## config.mk

```make
export PLATFORM = sky130hd
export DESIGN_NAME = ahbMaster_flat
export DESIGN_NICKNAME = d
export VERILOG_FILES = /design/src/hdl/lsuPkg.sv /design/src/hdl/memReqIf.sv /design/src/hdl/ahbMaster.sv /design/src/flat_wrapper.sv
export SDC_FILE = /design/constraint.sdc
export NUM_CORES = 1
export LEC_CHECK = 0
export ABC_CLOCK_PERIOD_IN_PS = 1500
export BUFFER_PORTS_ARGS = -buffer_cell sky130_fd_sc_hd__buf_2
export CAP_MARGIN = 20
export CORE_UTILIZATION = 34
export CTS_CLUSTER_DIAMETER = 150
export DETAILED_ROUTE_END_ITERATION = 10
export GPL_TIMING_DRIVEN = 0
export PLACE_DENSITY = 0.85
export SLEW_MARGIN = 20
export SYNTH_ARGS = -nofsm -noshare
export SYNTH_HDL_FRONTEND = slang
export SYNTH_SLANG_ARGS = --single-unit
```

## constraint.sdc

```tcl
create_clock -name clk -period 1.5 [get_ports clk]
set_input_delay 0.45 -clock clk [delete_from_list [all_inputs] [get_ports clk]]
set_output_delay 0.45 -clock clk [all_outputs]
set_load 0.03 [all_outputs]
```

## src/hdl/lsuPkg.sv

```systemverilog
package lsuPkg;

  ////////////////////
  // widths
  ////////////////////

  // the core, the load path and the AHB data bus all share one width
  localparam int xLen = 32;

  typedef logic [xLen-1:0]   wordT;
  typedef logic [xLen-1:0]   adrT;
  typedef logic [xLen/8-1:0] byteMaskT;

  // bit 1 requests a read and bit 0 requests a write
  typedef logic [1:0] memRwT;

  // low two bits give the size, bit 2 asks for zero extension on loads
  typedef logic [2:0] funct3T;

  ////////////////////
  // memory map
  ////////////////////

  // the data TIM sits at the bottom of the address space
  localparam adrT dtimBase    = 32'h0000_0000;
  localparam int  dtimWords   = 256;
  localparam int  dtimAdrBits = 8;

  // uncached region reached over AHB-Lite
  localparam adrT busBase = 32'h8000_0000;
  localparam int  busSpan = 4096;

  ////////////////////
  // encodings
  ////////////////////

  localparam memRwT memNone  = 2'b00;
  localparam memRwT memWrite = 2'b01;
  localparam memRwT memRead  = 2'b10;

  // only idle and nonseq are ever issued, there are no bursts
  localparam logic [1:0] htransIdle   = 2'b00;
  localparam logic [1:0] htransNonseq = 2'b10;

  // states of the single-transfer bus master
  typedef enum logic [1:0] {
    Idle,
    Data,
    Done
  } busStateT;

endpackage

```

## src/hdl/memReqIf.sv

```systemverilog
`timescale 1ns/1ps

// one memory request from the LSU and the response of the memory port behind it
interface memReqIf;
  import lsuPkg::*;

  memRwT    rw;
  adrT      adr;
  funct3T   size;
  wordT     writeData;
  byteMaskT byteMask;
  wordT     readData;
  logic     stall;

  // the LSU top drives the request side
  modport requester (
    output rw, adr, size, writeData, byteMask,
    input  readData, stall
  );

  // the DTIM never stalls and always accesses a full word with byte enables
  modport dtimPort (
    input  rw, adr, writeData, byteMask,
    output readData
  );

  // the bus master may hold the pipeline while its transfer is in flight
  modport busPort (
    input  rw, adr, size, writeData, byteMask,
    output readData, stall
  );

endinterface

```

## src/hdl/ahbMaster.sv

```systemverilog
`timescale 1ns/1ps

module ahbMaster (
  input  logic             clk,
  input  logic             rst,
  input  logic             StallM,
  memReqIf.busPort         req,
  output logic             committed,
  // AHB-Lite master side
  output lsuPkg::adrT      HADDR,
  output logic             HWRITE,
  output logic [2:0]       HSIZE,
  output logic [1:0]       HTRANS,
  output lsuPkg::wordT     HWDATA,
  output lsuPkg::byteMaskT HWSTRB,
  input  lsuPkg::wordT     HRDATA,
  input  logic             HREADY
);
  import lsuPkg::*;

  busStateT state;
  busStateT nextState;
  logic     request;
  logic     addrAccepted;
  logic     dataDone;
  wordT     readBuf;

  // any nonzero rw from the LSU is a request for one transfer
  assign request = (req.rw != memNone);

  // the address phase ends on the first edge with HREADY high
  assign addrAccepted = (state == Idle) && request && HREADY;
  assign dataDone     = (state == Data) && HREADY;

  ////////////////////
  // FSM
  ////////////////////

  always_ff @(posedge clk) begin
    if (rst) begin
      state <= Idle;
    end else begin
      state <= nextState;
    end
  end

  always_comb begin
    nextState = state;
    unique case (state)
      Idle: if (addrAccepted) nextState = Data;
      Data: if (dataDone) nextState = Done;
      // stay put while the rest of the pipeline holds the instruction in M
      Done: if (!StallM) nextState = Idle;
      default: nextState = Idle;
    endcase
  end

  // stall starts in the same cycle the request appears, no edge needed
  assign req.stall = ((state == Idle) && request) || (state == Data);

  // once the address is out the access can no longer be abandoned
  assign committed = (state == Data) || (state == Done);

  ////////////////////
  // address phase
  ////////////////////

  // the request fields are held by the LSU while stall is high
  assign HTRANS = ((state == Idle) && request) ? htransNonseq : htransIdle;
  assign HADDR  = req.adr;
  assign HWRITE = req.rw[0];
  assign HSIZE  = {1'b0, req.size[1:0]};

  ////////////////////
  // data phase
  ////////////////////

  // write data trails the address by one phase, as AHB requires
  always_ff @(posedge clk) begin
    if (addrAccepted) begin
      HWDATA <= req.writeData;
      HWSTRB <= req.byteMask;
    end
  end

  // the buffer keeps the loaded word steady through Done
  always_ff @(posedge clk) begin
    if (dataDone) begin
      readBuf <= HRDATA;
    end
  end

  assign req.readData = readBuf;

endmodule

```

## src/flat_wrapper.sv

```systemverilog
// flat-port wrapper written by rule: the top's interface ports become plain ports
module ahbMaster_flat import lsuPkg::*;
  (clk, rst, StallM, committed, HADDR, HWRITE, HSIZE, HTRANS, HWDATA, HWSTRB, HRDATA, HREADY, req_rw, req_adr, req_size, req_writeData, req_byteMask, req_readData, req_stall);
  memReqIf req_i ();
  input  logic clk;
  input  logic rst;
  input  logic StallM;
  output logic committed;
  output lsuPkg::adrT HADDR;
  output logic HWRITE;
  output logic [2:0] HSIZE;
  output logic [1:0] HTRANS;
  output lsuPkg::wordT HWDATA;
  output lsuPkg::byteMaskT HWSTRB;
  input  lsuPkg::wordT HRDATA;
  input  logic HREADY;
  input wire logic [$bits(req_i.rw)-1:0] req_rw;
  input wire logic [$bits(req_i.adr)-1:0] req_adr;
  input wire logic [$bits(req_i.size)-1:0] req_size;
  input wire logic [$bits(req_i.writeData)-1:0] req_writeData;
  input wire logic [$bits(req_i.byteMask)-1:0] req_byteMask;
  output wire logic [$bits(req_i.readData)-1:0] req_readData;
  output wire logic [$bits(req_i.stall)-1:0] req_stall;
  assign req_i.rw = req_rw;
  assign req_i.adr = req_adr;
  assign req_i.size = req_size;
  assign req_i.writeData = req_writeData;
  assign req_i.byteMask = req_byteMask;
  assign req_readData = req_i.readData;
  assign req_stall = req_i.stall;
  ahbMaster u_core (.clk(clk), .rst(rst), .StallM(StallM), .req(req_i), .committed(committed), .HADDR(HADDR), .HWRITE(HWRITE), .HSIZE(HSIZE), .HTRANS(HTRANS), .HWDATA(HWDATA), .HWSTRB(HWSTRB), .HRDATA(HRDATA), .HREADY(HREADY));
endmodule
```

# After elaboration in Yosys (flattened, before gate mapping)
# Index checks and enable logic that the tools add are counted.
[word_totals] out_inout_bits=108 input_bits=109 wordCells=22 regBits=70
[op_classes] reduce_logical=8 muxes=5 eq_ne=5
[ops] operator="2-bit two-way mux" n=4
[ops] operator="2-bit one-hot mux with 3 select lines" n=1
[ops] operator="2-bit by 1-bit != test with 1-bit output, second input constant" n=2
[ops] operator="1-bit logical AND" n=3
[ops] operator="3-bit AND reduction" n=1
[ops] operator="2-bit by 1-bit == test with 1-bit output, second input constant" n=1
[ops] operator="2-bit == test, second input constant" n=1
[ops] operator="2-bit logical NOT" n=1
[ops] operator="1-bit logical OR" n=2
[ops] operator="2-bit != test, second input constant" n=1
[ops] operator="2-bit nonzero test" n=1

# Depth between registers and ports, before layout
[depth] ltp_word=5 mapped_depth=4

# Worst setup path before layout
# Ideal clock, no wire load.
[synth_timing] path_type="flip-flop to flip-flop" from="register u_core.state[0]" to="register u_core.HWDATA[0], enable pin" path_buffers=0 stages_incl_launch_ff=5 required_ps=1123 t_arrival_ps=1487 path_slack_ps=-363 setup_time_ps=377 cell_sequence="dfxtp_1 -> inv_1 -> ha_1 -> o21a_1 -> and2_2"
[synth_between] elab_chain_len=3
[synth_rtl] element="from (decl)" line="ahbMaster.sv:21" rtl="busStateT state;"
[synth_rtl] element="from (signal assigned)" line="ahbMaster.sv:41" rtl="state <= Idle;"
[synth_rtl] element="from (signal assigned)" line="ahbMaster.sv:43" rtl="state <= nextState;"
[synth_rtl] element="2-bit logical NOT" line="ahbMaster.sv:32" rtl="assign addrAccepted = (state == Idle) && request && HREADY;"
[synth_rtl] element="1-bit logical AND (2 in a row)" line="ahbMaster.sv:32"
[synth_rtl] element="named net u_core.addrAccepted" line="ahbMaster.sv:24" rtl="logic addrAccepted;"
[synth_rtl] element="to (signal assigned)" line="ahbMaster.sv:81" rtl="HWDATA <= req.writeData;"
[synth_rtl] element="to (decl)" line="ahbMaster.sv:14" rtl="output lsuPkg::wordT HWDATA,"
# The timed path passes the listed nets, and every way through them passes these cells.
# A chain may end at the register's enable or synchronous reset.

# Worst setup path in the final report
[layout_timing] from="register u_core.state[1]" to="output port req_stall"
[layout_between] elab_chain_len=3
[layout_rtl] element="2-bit logical NOT" line="ahbMaster.sv:59" rtl="assign req.stall = ((state == Idle) && request) || (state == Data);"
[layout_rtl] element="1-bit logical AND" line="ahbMaster.sv:59"
[layout_rtl] element="1-bit logical OR *" line="ahbMaster.sv:59"
[layout_rtl] element="to (decl)" line="flat_wrapper.sv:23" rtl="output wire logic [$bits(req_i.stall)-1:0] req_stall;"
# Mark *: on every way between the ends. The rest lies on a longest branch, timed or not.

==> flow_summary.rst <==
.. list-table::
   :header-rows: 1

   * - Metric
     - Value
   * - Run status
     - complete, but fails checks
   * - Violations in the final reports
     - negative setup slack
   * - Final critical-path setup slack
     - -0.3135 ns
   * - Number of cells on the worst reg-to-reg path
     - 3
   * - Critical path endpoint category
     - primary output
   * - Crit path DAT
     - 1.36 ns
   * - Achievable clock frequency
     - 551.4 MHz
   * - Total wirelength of the detailed-routed design
     - 5533 um
   * - Number of failing hold endpoints at the final stage
     - 0
   * - Final worst path period need
     - 1.814 ns
   * - Sequential cell area fraction in the yosys report
     - 82.42%
   * - Non-filler instance count after layout
     - roughly 430
   * - Count of unresolved DRC violations after routing
     - 0
   * - Via count of the first global-routing pass
     - 1514
   * - # Max-Cap Violations
     - 0
   * - Worst-path clk slew
     - roughly 0.08 ns
   * - Clock latency at the later pin of the worst-skew pair
     - around 0.33 ns
   * - Commonest cells after routing, fill and taps aside
     - 176 x buf_2, 68 x edfxtp_1, 44 x buf_4
   * - Max incr delay on CP
     - 0.35 ns
   * - Layout cells sized above 1
     - 74.85%
   * - Total chip power
     - 5874 uW
   * - Per-cell routed wire length
     - approximately 13 um
   * - Cell with the biggest individual delay on the critical path
     - dfxtp_2
   * - Worst-margin pin slew
     - 0.7348 ns
   * - Floorplan row count
     - 31
   * - Critical path start-end classification
     - register to primary output
   * - Required time of the critical path
     - 1.05 ns
   * - Initial antenna violation count
     - 0
   * - Syn Std Cell Area
     - between 0.002 and 0.003 mm^2
   * - Final clock skew
     - 0.009642 ns
   * - Relative max-transition margin
     - between 50% and 60%
   * - Overall global routing resource usage
     - 13.05%
   * - TritonCTS clock tree
     - built
   * - Cells along the critical path
     - inv_4 -> ha_4 -> o21a_4 -> or2_4 -> buf_6
   * - Max-slew violation count
     - 0
   * - Capture point of the worst reg-to-reg path
     - u_core.req.readData[10]
   * - H-tree depth
     - 3
   * - Hpwl dp
     - 4344 um
   * - Die span in x
     - 88.20 um
   * - Average footprint of a synthesized cell
     - 19.74 um^2
   * - Total of endpoints with negative setup slack in the final report
     - 35
   * - Total congestion overflow after global routing
     - 0
   * - Maximum net fanout on the critical path
     - 3
   * - Hold buffers post-CTS
     - 0
   * - DR vias
     - 1700
   * - Number of nets still failing antenna checks after routing
     - 0
   * - Via density
     - roughly 4
   * - CTS Buf Count
     - 9
   * - Worst-case vdd ir drop
     - between 0.5 and 0.6 mV
   * - Unrepaired setup endpoints after global routing
     - yes
   * - Number of cells after detailed placement
     - 407
   * - Placeable core region
     - 0.007214 mm^2
   * - Post-layout net count
     - 439
   * - Clock Sink Count
     - 70
   * - DIE HEIGHT
     - 88.20 um
   * - CP top delay family
     - flip-flops
   * - Post-synthesis cell type count
     - 13
   * - Util after Layout
     - 53.21%
   * - Most common library cell in the layout ignoring fill and taps
     - buf_2
   * - WP buf/inv
     - 2
   * - Wire length of the first global-routing pass
     - between 7000 and 8000 um
   * - Antenna cells
     - 0
   * - Hold crit path type
     - primary input to register
   * - Ratio of total power to cell area
     - 1530 mW/mm^2
   * - Flip-flop and latch count after synthesis
     - 70
   * - Worst hold path cell count
     - 1
   * - Area growth, synth to finish
     - 51.96%
   * - Max Root-Sink Buffers
     - 2
   * - Launching element type of the critical path
     - register
   * - Initial standard-cell utilization of the core
     - a little over a third
   * - Total iterations of the first detailed-routing run
     - 4
   * - Port buffer count
     - roughly 180
   * - Destination of the worst hold path
     - u_core.HWDATA[26]
   * - Synthesized instance count
     - between 100 and 150
   * - Start of the worst register-to-register path
     - u_core.state[0]
   * - Boundary Pins
     - 217
   * - R2r setup slk
     - -0.15 ns
   * - GPL Wtd Cong
     - 0.7572
   * - Area enclosed by the die boundary
     - 0.007778 mm^2
   * - Fin crit share
     - 120.9%
   * - DRC violation total after the first TritonRoute iteration
     - between 70 and 80
   * - Largest net degree at the start of global routing
     - 37
   * - Leakage dissipation
     - between 0.0015 and 0.002 uW
   * - Clock Tree Root
     - clkbuf_8
   * - HP Start
     - req_writeData[26]
   * - Number of synthesis warnings
     - 0
## worst reg2reg max path, cell delays in order (launching register included)
cell	delay, ns
dfxtp_2	0.34
buf_4	0.12
ha_2	0.18
and2_2	0.63
## flip-flops by register name (all words and copies together), names as in the netlist
register	count
u_core.state	2
u_core.HWDATA	32
u_core.HWSTRB	4
u_core.req.readData	32
## per-stage QoR
stage / hold WS [ns] / area [um^2] / setup TNS [ns] / setup WS [ns]
2_1_floorplan: 0.4671 / 2545 / 0 / 0.002634
3_3_place_gp: 0.4800 / 3565 / -2.635 / -0.1409
3_5_place_dp: 0.4962 / 3565 / -5.861 / -0.1499
4_1_cts: 0.2682 / 3831 / -5.146 / -0.3337
5_1_grt: 0.2659 / 3839 / -7.447 / -0.3657
6_report: 0.2888 / 3839 / -5.005 / -0.3135
## layer usage
metal | track usage [%] | routed length, um | vias to the layer above
met3 | 4.807 | 623 | 4
met2 | 26.08 | 3114 | 139
li1 | - | - | 816
met4 | 6.598 | 53 | 0
met1 | 10.96 | 1743 | 741
met5 | 0 | 0 | -
## timing repair
item,4_1_cts,5_1_grt
pin swaps,3,0
setup buffers,5,1
setup endpoints to repair,72,50
gates resized for setup,10,0
## how the worst max path moves through the flow
stage / startpoint / to / slack (ns) / cells past startpoint
after global routing: u_core.state[0] / req_stall / -0.37 / 4
after floorplan: u_core.state[0] / u_core.HWDATA[0] / 0.003 / 4
after CTS: u_core.state[0] / req_stall / -0.33 / 4
final: u_core.state[1] / req_stall / -0.31 / 5
after detailed placement: req_rw[0] / req_stall / -0.15 / 4
after global placement: req_rw[0] / req_stall / -0.14 / 4
## cells in the mapped netlist, drive strengths merged
| library cell | number | area, um^2 |
|---|---|---|
| o21a | 1 | 7.510 |
| inv | 3 | 11.26 |
| dfxtp | 2 | 40.04 |
| nand2b | 4 | 25.02 |
| edfxtp | 68 | 2042 |
| a222oi | 1 | 10.01 |
| mux2i | 2 | 20.02 |
| or2 | 1 | 6.260 |
| buf | 37 | 277.8 |
| and2 | 2 | 15.01 |
| o21ai | 1 | 5.000 |
| ha | 5 | 62.56 |
| conb | 1 | 3.750 |
## cell families (layout without fill, tap and decap cells)
group | count (synthesis) | count (layout) | synth area share, %
flops | 70 | 70 | 82.42
buf+inv | 40 | 241 | 11.44
simple gates | 7 | 7 | 1.832
fa+ha+maj | 5 | 5 | 2.476
compound gates | 3 | 3 | 0.8915
mux | 2 | 2 | 0.7925
other cells | 1 | 2 | 0.1484
## report_power, final
| group | internal [uW] | total (uW) | switching [uW] |
|---|---|---|---|
| combinational | 623 | 1810 | 1180 |
| clock | 779 | 1470 | 688 |
| sequential | 2530 | 2600 | 67.7 |
## layout make-up
class | instances | area (um^2)
flip-flops and latches | 70 | 2085
multi-input cells | 19 | 185.2
fillers | 599 | 3376
clock buffers | 10 | 127.6
inverters | 3 | 13.76
well taps | 99 | 123.9
plain buffers | 37 | 277.8
clock inverters | 6 | 70.07
repair buffers | 185 | 955.9
(Power assumes the default switching activity.)
