File: src/hdl/lsuPkg.sv
package lsuPkg;

  ////////////////////
  // widths
  ////////////////////

  // the core, the load path and the AHB data bus all share one width
  localparam int xLen = 32;

  typedef logic [xLen-1:0]   wordT;
  typedef logic [xLen-1:0]   adrT;
  typedef logic [xLen/8-1:0] byteMaskT;

  // bit 1 requests a read and bit 0 requests a write
  typedef logic [1:0] memRwT;

  // low two bits give the size, bit 2 asks for zero extension on loads
  typedef logic [2:0] funct3T;

  ////////////////////
  // memory map
  ////////////////////

  // the data TIM sits at the bottom of the address space
  localparam adrT dtimBase    = 32'h0000_0000;
  localparam int  dtimWords   = 256;
  localparam int  dtimAdrBits = 8;

  // uncached region reached over AHB-Lite
  localparam adrT busBase = 32'h8000_0000;
  localparam int  busSpan = 4096;

  ////////////////////
  // encodings
  ////////////////////

  localparam memRwT memNone  = 2'b00;
  localparam memRwT memWrite = 2'b01;
  localparam memRwT memRead  = 2'b10;

  // only idle and nonseq are ever issued, there are no bursts
  localparam logic [1:0] htransIdle   = 2'b00;
  localparam logic [1:0] htransNonseq = 2'b10;

  // states of the single-transfer bus master
  typedef enum logic [1:0] {
    Idle,
    Data,
    Done
  } busStateT;

endpackage

File: src/hdl/subwordUnit.sv
`timescale 1ns/1ps

module subwordUnit (
  input  lsuPkg::funct3T   Funct3M,
  input  logic [1:0]       adrLow,
  input  logic             BigEndianM,
  input  lsuPkg::wordT     WriteDataM,
  input  lsuPkg::wordT     rawReadWord,
  output lsuPkg::wordT     storeWord,
  output lsuPkg::byteMaskT byteMask,
  output lsuPkg::wordT     loadData
);
  import lsuPkg::*;

  wordT       replicatedWord;
  wordT       littleEndianWord;
  logic [7:0] selectedByte;
  logic [15:0] selectedHalf;

  // reverse the four bytes of a word
  // the hart works little-endian, so the same swap serves loads and stores
  function automatic wordT swapBytes(input wordT w);
    return {w[7:0], w[15:8], w[23:16], w[31:24]};
  endfunction

  ////////////////////
  // store path
  ////////////////////

  // copy the subword into every lane so the memory only needs the byte mask
  always_comb begin
    unique case (Funct3M[1:0])
      2'b00:   replicatedWord = {4{WriteDataM[7:0]}};
      2'b01:   replicatedWord = {2{WriteDataM[15:0]}};
      default: replicatedWord = WriteDataM;
    endcase
  end

  // swapping after replication keeps each copy in its big-endian lane order
  assign storeWord = BigEndianM ? swapBytes(replicatedWord) : replicatedWord;

  // enable only the lanes the access touches
  always_comb begin
    unique case (Funct3M[1:0])
      2'b00:   byteMask = byteMaskT'(4'b0001 << adrLow);
      2'b01:   byteMask = adrLow[1] ? 4'b1100 : 4'b0011;
      default: byteMask = 4'b1111;
    endcase
  end

  ////////////////////
  // load path
  ////////////////////

  // bring the raw word back into little-endian order before picking lanes
  assign littleEndianWord = BigEndianM ? swapBytes(rawReadWord) : rawReadWord;

  // the addressed byte
  always_comb begin
    unique case (adrLow)
      2'b00:   selectedByte = littleEndianWord[7:0];
      2'b01:   selectedByte = littleEndianWord[15:8];
      2'b10:   selectedByte = littleEndianWord[23:16];
      default: selectedByte = littleEndianWord[31:24];
    endcase
  end

  // half accesses are aligned, so only bit 1 of the address matters
  assign selectedHalf = adrLow[1] ? littleEndianWord[31:16] : littleEndianWord[15:0];

  // funct3 bit 2 distinguishes lbu and lhu from lb and lh
  always_comb begin
    unique case (Funct3M[1:0])
      2'b00: begin
        if (Funct3M[2]) begin
          loadData = {24'b0, selectedByte};
        end else begin
          loadData = {{24{selectedByte[7]}}, selectedByte};
        end
      end
      2'b01: begin
        if (Funct3M[2]) begin
          loadData = {16'b0, selectedHalf};
        end else begin
          loadData = {{16{selectedHalf[15]}}, selectedHalf};
        end
      end
      default: loadData = littleEndianWord;
    endcase
  end

endmodule
File: config.mk
export PLATFORM = sky130hd
export DESIGN_NAME = subwordUnit
export DESIGN_NICKNAME = d
export VERILOG_FILES = /design/src/hdl/lsuPkg.sv /design/src/hdl/subwordUnit.sv
export SDC_FILE = /design/constraint.sdc
export NUM_CORES = 1
export LEC_CHECK = 0
export BUFFER_PORTS_ARGS = -buffer_cell sky130_fd_sc_hd__buf_2
export CAP_MARGIN = 20
export CORE_MARGIN = 5
export CORE_UTILIZATION = 43
export DETAILED_ROUTE_END_ITERATION = 8
export PLACE_DENSITY = 0.81
export SLEW_MARGIN = 20
export SYNTH_ARGS = -nofsm -noshare
export SYNTH_HDL_FRONTEND = slang
export SYNTH_SLANG_ARGS = --single-unit
File: constraint.sdc
create_clock -name vclk -period 2.1
set_clock_uncertainty 0.2 [all_clocks]
set_input_delay 0 -clock vclk [all_inputs]
set_output_delay 0 -clock vclk [all_outputs]
set_load 0.05 [all_outputs]
### After elaboration in Yosys (flattened, before gate mapping)

Cells that the tools add are included.

| storage, ports and cells | value |
|---|---|
| register bits after elaboration | 0 |
| logic and storage cells | 16 |

| operators by class | value |
|---|---|
| shift-type cells | 1 |
| muxes and demuxes | 10 |
| equality and inequality tests | 3 |
| reduce and logical (&&, ||, !) cells | 2 |

Operators with widths:

| cell | count |
|---|---|
| $mux 32 | 4 |
| $pmux 32 s2 | 2 |
| $pmux 8 s3 | 1 |
| $mux 16 | 1 |
| $pmux 4 s2 | 1 |
| $eq 2x1->1 const B | 2 |
| $logic_not 2->1 | 2 |
| $mux 4 | 1 |
| $shl 1x2->4 const A | 1 |
| $eq 2x2->1 const B | 1 |

### Longest topological paths before layout

Gate-level depths: netlist of the first run.

| depth | value |
|---|---|
| depth in word-level cells | 4 |
| gate-level depth with buffers | 7 |
| depth with buffers taken out | 4 |

### Least setup slack after synthesis of the first run

Ideal clock, no wire load.

| timing | value |
|---|---|
| path type | input to output |
| start | input port Funct3M[1] |
| end | output port loadData[0] |
| required time | 1.900 ns |
| arrival time | 1.832 ns |
| path buffers | 2 |
| stages on the path | 6 |
| path slack | 0.068 ns |
| cells stage by stage | clkbuf_1 > clkinv_1 > clkbuf_1 > o21ai_1 > nand2_1 > o221ai_1 |

| on the way | value |
|---|---|
| longest elaborated chain between the ends | 2 |
| elaborated cells on any way between the ends | 3 |
| classes of those cells | eq/ne (1); mux (1); reduce/logical (1) |

Ends and longest elaborated chain:

| element | RTL line | source |
|---|---|---|
| start, declared | subwordUnit.sv:4 | `input lsuPkg::funct3T Funct3M,` |
| $eq 2x1->1 or $logic_not 2->1 (tied branches) | subwordUnit.sv:73 | `unique case (Funct3M[1:0])` |
| $pmux 32 s2 * | subwordUnit.sv:73 |  |
| end, declared | subwordUnit.sv:11 | `output lsuPkg::wordT loadData` |

Every way passes the cells marked *; elsewhere a longest branch is shown, timed or not.

### Worst setup path after layout of the first run

| timing | value |
|---|---|
| start | input port BigEndianM |
| end | output port loadData[12] |

| on the way | value |
|---|---|
| longest elaborated chain between the ends | 4 |
| elaborated cells on any way between the ends | 6 |
| classes of those cells | mux (6) |

Ends and longest elaborated chain:

| element | RTL line | source |
|---|---|---|
| start, declared | subwordUnit.sv:6 | `input logic BigEndianM,` |
| $mux 32 * | subwordUnit.sv:56 | `assign littleEndianWord = BigEndianM ? swapBytes(rawReadWord) : rawReadWord;` |
| $pmux 8 s3 or $mux 16 (tied branches) | subwordUnit.sv:60, subwordUnit.sv:69 |  |
| $mux 32 (on tied branches) | subwordUnit.sv:75, subwordUnit.sv:82 |  |
| $pmux 32 s2 * | subwordUnit.sv:73 |  |

Marks and branches as above.

==> impl_metrics.toml, run 1 <==
[setup_path]
arrival_ns = 1.76
worstSetupEndpointType = "primary output"
crit_fanout = 16
crit_type = "in2out"
crit_chain = "buf_2 -> mux2_2 -> o21ai_0 -> a211o_1 -> o211ai_1 -> buf_2"
required_ns = 1.90
crit_family = "compound AO/OA/AOI/OAI gates"
cp_slowest_cell = "a211o_1"
cp.buffers_inverters = 2
start_kind = "primary input"
slowest_delay_ns = 0.49
cp_common_cell = "buf_2"

[grt]
grt_usage = 0.246
grt_pass1_wl_um = 11500
grt_overflow = 0
grt_max_degree = 38
antenna_found_initial = 0
grt_pass1_vias = 2586

[sta]
rsz0062_at_grt = "no"
relSlewSlack = 0.625
max_freq_mhz = 510
tightest_slew_ns = 0.561
setup_violations = 0
drv_slew = 0
fin_crit_sh = 0.934
finalHoldViolations = 0
setup_ws_ns = 0.138
hold_ws_ns = 0.269
finalSetupTns_ns = 0
min_period_ns = 1.96

[synth]
synthCells = 281
syn-num-nets = 351
synth_top_family_by_area = "compound AO/OA/AOI/OAI gates"
synthMuxAreaShare = 0.286
synthSimpleGateAreaFrac = 0.168
ys_seq_area_frac = 0
synth-xor-area-share = 0
ys_warn_count = 0
synth_compound_area_frac = 0.466
synth_cell_types = 29
syn_area_um2 = 1820
avgSynthCellArea_um2 = 6.48
synth_adder_area_share = 0

[pwr]
peakVddDrop_uv = 259
p_leak_nw = 1.30
power_mw = 1.13
p_per_area_nw_per_um2 = 448

[flow_run]
drv_cap = 0

[detailed_routing]
dr.pass1.iters = 5
wl_per_cell_um = 16.3
vias_per_cell = 6.13
dr_total_vias = 2789
drc_errors = 0
wirelength_um = 7430
drt_iter0_drc = 196
ant_nets = 0

[die]
die_area_um2 = 5640
fp.dieW_um = 75.1
num_rows = 23
core_area_um2 = 4060
die_h_um = 75.1
io_pins = 138
start_util = 0.449

[layout]
area_growth_pct = 38.9
drive_gt1_frac = 0.415
seqCellArea_um2 = 0
nClkBuffers = 0
postLayoutCellArea_um2 = 2530
nNetsFinal = 477
antennaDiodeCount = 0
seq_cell_count = 0

[place]
placed_area_um2 = 2530
globalplace.congestion = 0.923
pre_cts_ws_ns = 0.172
dp_hpwl_um = 5610
port_buffers = 138

[clock_network]
postCtsHoldBufs = 0
ctsResizeCount = 0
post_cts_buffers = 0

[status]
outcome = "finished, final reports clean"

[hold_path]
hold_class = "in2out"
## cells in the final DEF, fill, tap and decap left out, drive strengths merged, types with 8 or more instances in the layout
master  count
a211o      10
a21oi      48
a22oi       8
buf       150
mux2       15
mux2i      33
nand2      23
nor2       19
nor2b      11
o211ai      8
o21ai      21
o22ai      34
## layout make-up
type	instances	area (µm²)
fillers	390	1530
inverters	3	11.3
repair buffers	150	781
well taps	50	62.6
multi-input cells	252	1680
## routing by layer
metal	vias up	global-route usage	wire (µm)
li1	1339	-	-
met1	1240	0.309	2840
met2	204	0.447	3550
met3	6	0.0320	1010
met4	0	0.0455	27
met5	-	0	0
## logic make-up (layout without fill, tap and decap cells)
kind of cell    count (synthesis)  in the layout
simple gates                   65             65
mux                            49             49
buf+inv                        29            153
compound gates                138            138
## power breakdown
group	total, mW	switching [mW]	internal, mW	leakage [nW]
registers	0	0	0	0
logic	1.13	0.818	0.315	1.30
clock network	0	0	0	0
total	1.13	0.818	0.315	1.30
## Yosys cell counts (all sizes together)
library cell / count / area (µm²)
buf: 11 / 77.6
o221ai: 7 / 61.3
and4: 1 / 11.3
nor2b: 11 / 68.8
mux2: 15 / 169
a21oi: 48 / 244
o2bb2ai: 1 / 8.76
mux2i: 33 / 330
clkinv: 2 / 7.51
o22ai: 34 / 213
nor2: 19 / 71.3
nand2: 23 / 86.3
and2: 7 / 43.8
inv: 1 / 3.75
o21ai: 21 / 105
a22oi: 8 / 60.1
or3: 1 / 6.26
mux4: 1 / 22.5
a221o: 1 / 10.0
nand2b: 2 / 12.5
clkbuf: 15 / 56.3
nor3: 1 / 5.00
o211ai: 8 / 60.1
a211o: 10 / 87.6
## path summary, 6_finish.rpt
check                          start             to  slack, ns  cells after the start
worst max-delay path      BigEndianM   loadData[12]       0.14                      6
worst min-delay path  WriteDataM[26]  storeWord[26]       0.27                      4
## per-stage QoR
stage | cells | util
4_1_cts | 455 | 0.624
6_report | 455 | 0.624
5_1_grt | 455 | 0.624
2_1_floorplan | 281 | -
3_5_place_dp | 455 | 0.624
3_3_place_gp | 455 | 0.624
Note: power is estimated with default switching activity, not from simulation.
==> run 2, diff against run 1 <==
--- a/config.mk
+++ b/config.mk
@@ -5,12 +5,13 @@
 export SDC_FILE = /design/constraint.sdc
 export NUM_CORES = 1
 export LEC_CHECK = 0
+export ABC_AREA = 1
 export BUFFER_PORTS_ARGS = -buffer_cell sky130_fd_sc_hd__buf_2
 export CAP_MARGIN = 20
 export CORE_MARGIN = 5
-export CORE_UTILIZATION = 43
+export CORE_UTILIZATION = 42
 export DETAILED_ROUTE_END_ITERATION = 8
-export PLACE_DENSITY = 0.81
+export PLACE_DENSITY = 0.82
 export SLEW_MARGIN = 20
 export SYNTH_ARGS = -nofsm -noshare
 export SYNTH_HDL_FRONTEND = slang
==> run 2 against run 1 <==
Power down 7.9%. Maximum frequency up 20%. Sequential cell count unchanged. Highest routed layer unchanged. Sequential share of layout area unchanged. Via count up 0.43%. Area after synthesis down 6.9%. Clock-buffer cell count unchanged. Die area down 4.0%.
==> impl_metrics.toml, run 2 <==
[detailed_routing]
dr_total_vias = 2801
drc_errors = 0
ant_nets = 0
wl_per_cell_um = 12.9
wirelength_um = 6930
vias_per_cell = 5.22
drt_iter0_drc = 234
dr.pass1.iters = 6

[synth]
syn_area_um2 = 1700
synthTopCellsByCount = "149 x nand2_1, 76 x o21ai_0, 46 x inv_1"
yosysMostFrequentCell = "nand2_1"
synth_area_leaders = "nand2_1 33%, o21ai_0 22%, inv_1 10%"
ys_seq_area_frac = 0
synthCells = 366
ys_warn_count = 0
avgSynthCellArea_um2 = 4.64
syn-num-nets = 436
yosys.area.top_type = "nand2_1"
synth_cell_types = 23
yosysTopAreaCellShare = 0.330

[place]
port_buffers = 138
placed_area_um2 = 2360
dp_hpwl_um = 5640
pre_cts_ws_ns = 0.511
globalplace.congestion = 1.05

[sta]
max_freq_mhz = 610
finalSetupTns_ns = 0
setup_violations = 0
fin_crit_sh = 0.781
tightest_slew_ns = 0.425
finalHoldViolations = 0
rsz0062_at_grt = "no"
relSlewSlack = 0.716
min_period_ns = 1.64
hold_ws_ns = 0.240
setup_ws_ns = 0.460
drv_slew = 0

[clock_network]
post_cts_buffers = 0
postCtsHoldBufs = 0
ctsResizeCount = 0

[grt]
grt_pass1_vias = 2522
grt_use_met2 = 0.426
grt_overflow = 0
grt_pass1_wl_um = 10600
grt_usage = 0.236
grt_util_met3 = 0.0383
antenna_found_initial = 0
met1_usage = 0.285
grt_max_degree = 59
grt.busiest_layer = "met2"

[die]
num_rows = 23
die_h_um = 73.6
start_util = 0.427
core_area_um2 = 3970
io_pins = 138
fp.dieW_um = 73.6
die_area_um2 = 5410

[layout]
antennaDiodeCount = 0
nNetsFinal = 559
seqCellArea_um2 = 0
fillCellCount = 421
nClkBuffers = 0
multi_input_area_um2 = 1370
final_common_cell = "nand2_1"
drive_gt1_frac = 0.326
utilization = 0.595
postLayoutCellArea_um2 = 2360
layout_common_cells = "149 x nand2_1, 138 x buf_2, 76 x o21ai_0"
seq_cell_count = 0
area_growth_pct = 39.3

[pwr]
peakVddDrop_uv = 263
p_leak_nw = 1.48
p_per_area_nw_per_um2 = 442

[setup_path]
required_ns = 1.90
crit_fanout = 58
arrival_ns = 1.44
worstSetupEndpointType = "primary output"
start_kind = "primary input"
crit_type = "in2out"

[hold_path]
worstHoldEndpoint = "storeWord[31]"
hold_class = "in2out"
hold_depth = 4
hp-start = "WriteDataM[7]"

[flow_run]
drv_cap = 0

[status]
outcome = "finished, final reports clean"
## run 2: changes by cell type in the layout (fill, tap and decap cells not counted), moves of 11 or more
cell and change:
inv_1 +45, o21ai_0 +56, a21oi_1 -47, nor2_1 -17, mux2_2 -15, mux2i_1 -33, o22ai_1 -27, nor2b_1 -11
nand3_1 +28, nand2_1 +126
## run 2: final cells by class
type,instances,share of cell area
tap,50,0.0265
inverter,51,0.0810
timing repair buffer,144,0.311
multi-input combinational,292,0.581
## run 2: through the flow
step	cells	power [mW]
floorplan	366	0.783
global placement	537	1.03
detailed placement	537	1.04
CTS	537	1.04
global route	537	1.11
finish	537	1.04
## run 2: worst max path at each step
stage | start | endpoint | slack (ns)
detailed placement | BigEndianM | loadData[0] | 0.51
floorplan | Funct3M[1] | storeWord[10] | 0.25
global placement | BigEndianM | loadData[3] | 0.58
finish | BigEndianM | loadData[1] | 0.46
CTS | BigEndianM | loadData[2] | 0.51
global route | BigEndianM | loadData[1] | 0.34
## run 2: power breakdown
| group | switching, mW | internal (mW) | total [mW] | leakage (nW) |
|---|---|---|---|---|
| clock | 0 | 0 | 0 | 0 |
| combinational | 0.790 | 0.254 | 1.04 | 1.48 |
| sequential | 0 | 0 | 0 | 0 |
| total | 0.790 | 0.254 | 1.04 | 1.48 |
## run 2: metal layers
layer / wire [µm] / up-vias
li1: - / 1433
met1: 2800 / 1199
met2: 3290 / 151
met3: 699 / 18
met4: 135 / 0
met5: 0 / -
## run 2: logic make-up (layout without fill, tap and decap cells)
| logic type | Yosys count | count (layout) | synth area share |
|---|---|---|---|
| AO/OA/AOI/OAI | 104 | 104 | 0.345 |
| AND/OR/NAND/NOR | 188 | 188 | 0.465 |
| buffers and inverters | 74 | 195 | 0.190 |
## run 2: worst max-delay path, cell delays in order
cell and delay, ns:
buf_2 0.15, buf_4 0.41, o21ai_0 0.25, o22ai_1 0.22
nand2_1 0.07, nand3_1 0.07, buf_2 0.26
==> run 3, diff against run 2 <==
--- a/config.mk
+++ b/config.mk
@@ -9,9 +9,9 @@
 export BUFFER_PORTS_ARGS = -buffer_cell sky130_fd_sc_hd__buf_2
 export CAP_MARGIN = 20
 export CORE_MARGIN = 5
-export CORE_UTILIZATION = 42
+export CORE_UTILIZATION = 38
 export DETAILED_ROUTE_END_ITERATION = 8
-export PLACE_DENSITY = 0.82
+export PLACE_DENSITY = 0.78
 export SLEW_MARGIN = 20
 export SYNTH_ARGS = -nofsm -noshare
 export SYNTH_HDL_FRONTEND = slang
==> constraint.sdc (replaced) <==
create_clock -name vclk -period 1.5
set_clock_uncertainty 0.2 [all_clocks]
set_input_delay 0 -clock vclk [all_inputs]
set_output_delay 0 -clock vclk [all_outputs]
set_load 0.05 [all_outputs]
==> run 3 against run 2 <==
Cell area increased by 7.6%. Wire length is 0.26% higher. First-iteration DRC count down 15%. Sequential cell count stayed put. Hold slack better by 0.0047 ns.
==> impl_metrics.toml, run 3 (synthesis results as in run 2) <==
[detailed_routing]
wl_per_cell_um = 12.7
vias_per_cell = 5.21
dr.pass1.iters = 5
drt_iter0_drc = 200
dr_total_vias = 2843
drc_errors = 0
ant_nets = 0
wirelength_um = 6950

[die]
core_area_um2 = 4350
die_area_um2 = 5900
fp.dieW_um = 76.8
io_pins = 138
die_h_um = 76.8
start_util = 0.390
num_rows = 24

[setup_path]
cp-startpoint = "BigEndianM"
required_ns = 1.30
crit_fanout = 12
arrival_ns = 1.23
crit_type = "in2out"
worstSetupEndpointType = "primary output"
start_kind = "primary input"

[clock_network]
postCtsHoldBufs = 0

[place]
globalplace.congestion = 0.962
dp_hpwl_um = 5620
port_buffers = 138
placed_area_um2 = 2400

[grt]
grt_usage = 0.204
grt_overflow = 0
grt_pass1_vias = 2386
grt_pass1_wl_um = 10800
antenna_found_initial = 0
grt_max_degree = 33

[layout]
nNetsFinal = 566
fillCellCount = 449
nClkBuffers = 0
seq_cell_count = 0
seqCellArea_um2 = 0
drive_gt1_frac = 0.340
antennaDiodeCount = 0
layout_common_cells = "148 x nand2_1, 110 x buf_2, 56 x o21ai_0"
multi_input_area_um2 = 1410
area_growth_pct = 49.9
final_common_cell = "nand2_1"
postLayoutCellArea_um2 = 2540

[sta]
tightest_slew_ns = 0.371
relSlewSlack = 0.752
setup_violations = 0
fin_crit_sh = 0.953
hold_ws_ns = 0.245
max_freq_mhz = 700
drv_slew = 0
min_period_ns = 1.43
finalHoldViolations = 0

[status]
outcome = "finished, final reports clean"

[pwr]
p_per_area_nw_per_um2 = 611
peakVddDrop_uv = 298
p_leak_nw = 1.53

[hold_path]
hold_class = "in2out"
hp-start = "WriteDataM[3]"

[flow_run]
drv_cap = 0
## run 3: cell count changes in the layout (fill, tap and decap cells not counted), moves of 2 or more
| cell | previous run | this run |
|---|---|---|
| buf_2 | 138 | 110 |
| buf_6 | 0 | 6 |
| o21ai_1 | 3 | 23 |
| clkbuf_4 | 0 | 8 |
| o21ai_0 | 76 | 56 |
| buf_4 | 6 | 26 |
| nand3_4 | 1 | 3 |
## run 3: critical path, stage by stage
cell      delay (ns)
buf_2           0.16
inv_2           0.10
nand2_1         0.06
nand2_1         0.10
nand2_1         0.07
nand2_1         0.06
inv_1           0.05
nand2_2         0.12
nand3_4         0.15
nand2_1         0.12
clkbuf_4        0.23
## run 3: area by class of cell
cell class	count	area share
Multi-Input combinational cell	293	0.556
Timing Repair Buffer	150	0.343
Inverter	51	0.0753
Tap cell	52	0.0256
## run 3: path summary, 6_finish.rpt
| kind | slack, ns | cells past startpoint | endpoint |
|---|---|---|---|
| setup / recovery | 0.07 | 11 | loadData[12] |
| hold / removal | 0.25 | 4 | storeWord[3] |
## run 3: layer usage
metal,up-vias,track usage,share of wire
met4,0,0.0122,0.012
met5,-,0,0
met3,12,0.0304,0.086
li1,1454,-,-
met2,146,0.362,0.48
met1,1231,0.271,0.42
## run 3: metrics by stage
| stage | total power, mW | utilization | setup TNS [ns] | std cells | setup slack (ns) |
|---|---|---|---|---|---|
| final | 1.55 | 0.584 | 0 | 546 | 0.0705 |
| after global routing | 1.65 | 0.584 | -0.220 | 546 | -0.0317 |
| after CTS | 1.47 | 0.551 | 0 | 543 | 0.0151 |
| after detailed placement | 1.46 | 0.550 | 0 | 543 | 0.00625 |
| after global placement | 1.45 | 0.550 | 0 | 543 | 0.0610 |
| after floorplan | 1.10 | - | -4.20 | 366 | -0.350 |
## run 3: what timing repair did
item                       in CTS  in global routing
gates cloned                    0                  1
pin swaps                       0                  2
buffers inserted                0                  2
setup endpoints to repair       1                 39
gates resized for setup         1                 59
## run 3: power breakdown
| part | internal [mW] | total, mW | switching (mW) | leakage (nW) |
|---|---|---|---|---|
| clock | 0 | 0 | 0 | 0 |
| sequential | 0 | 0 | 0 | 0 |
| combinational | 0.426 | 1.55 | 1.13 | 1.53 |
| total | 0.426 | 1.55 | 1.13 | 1.53 |
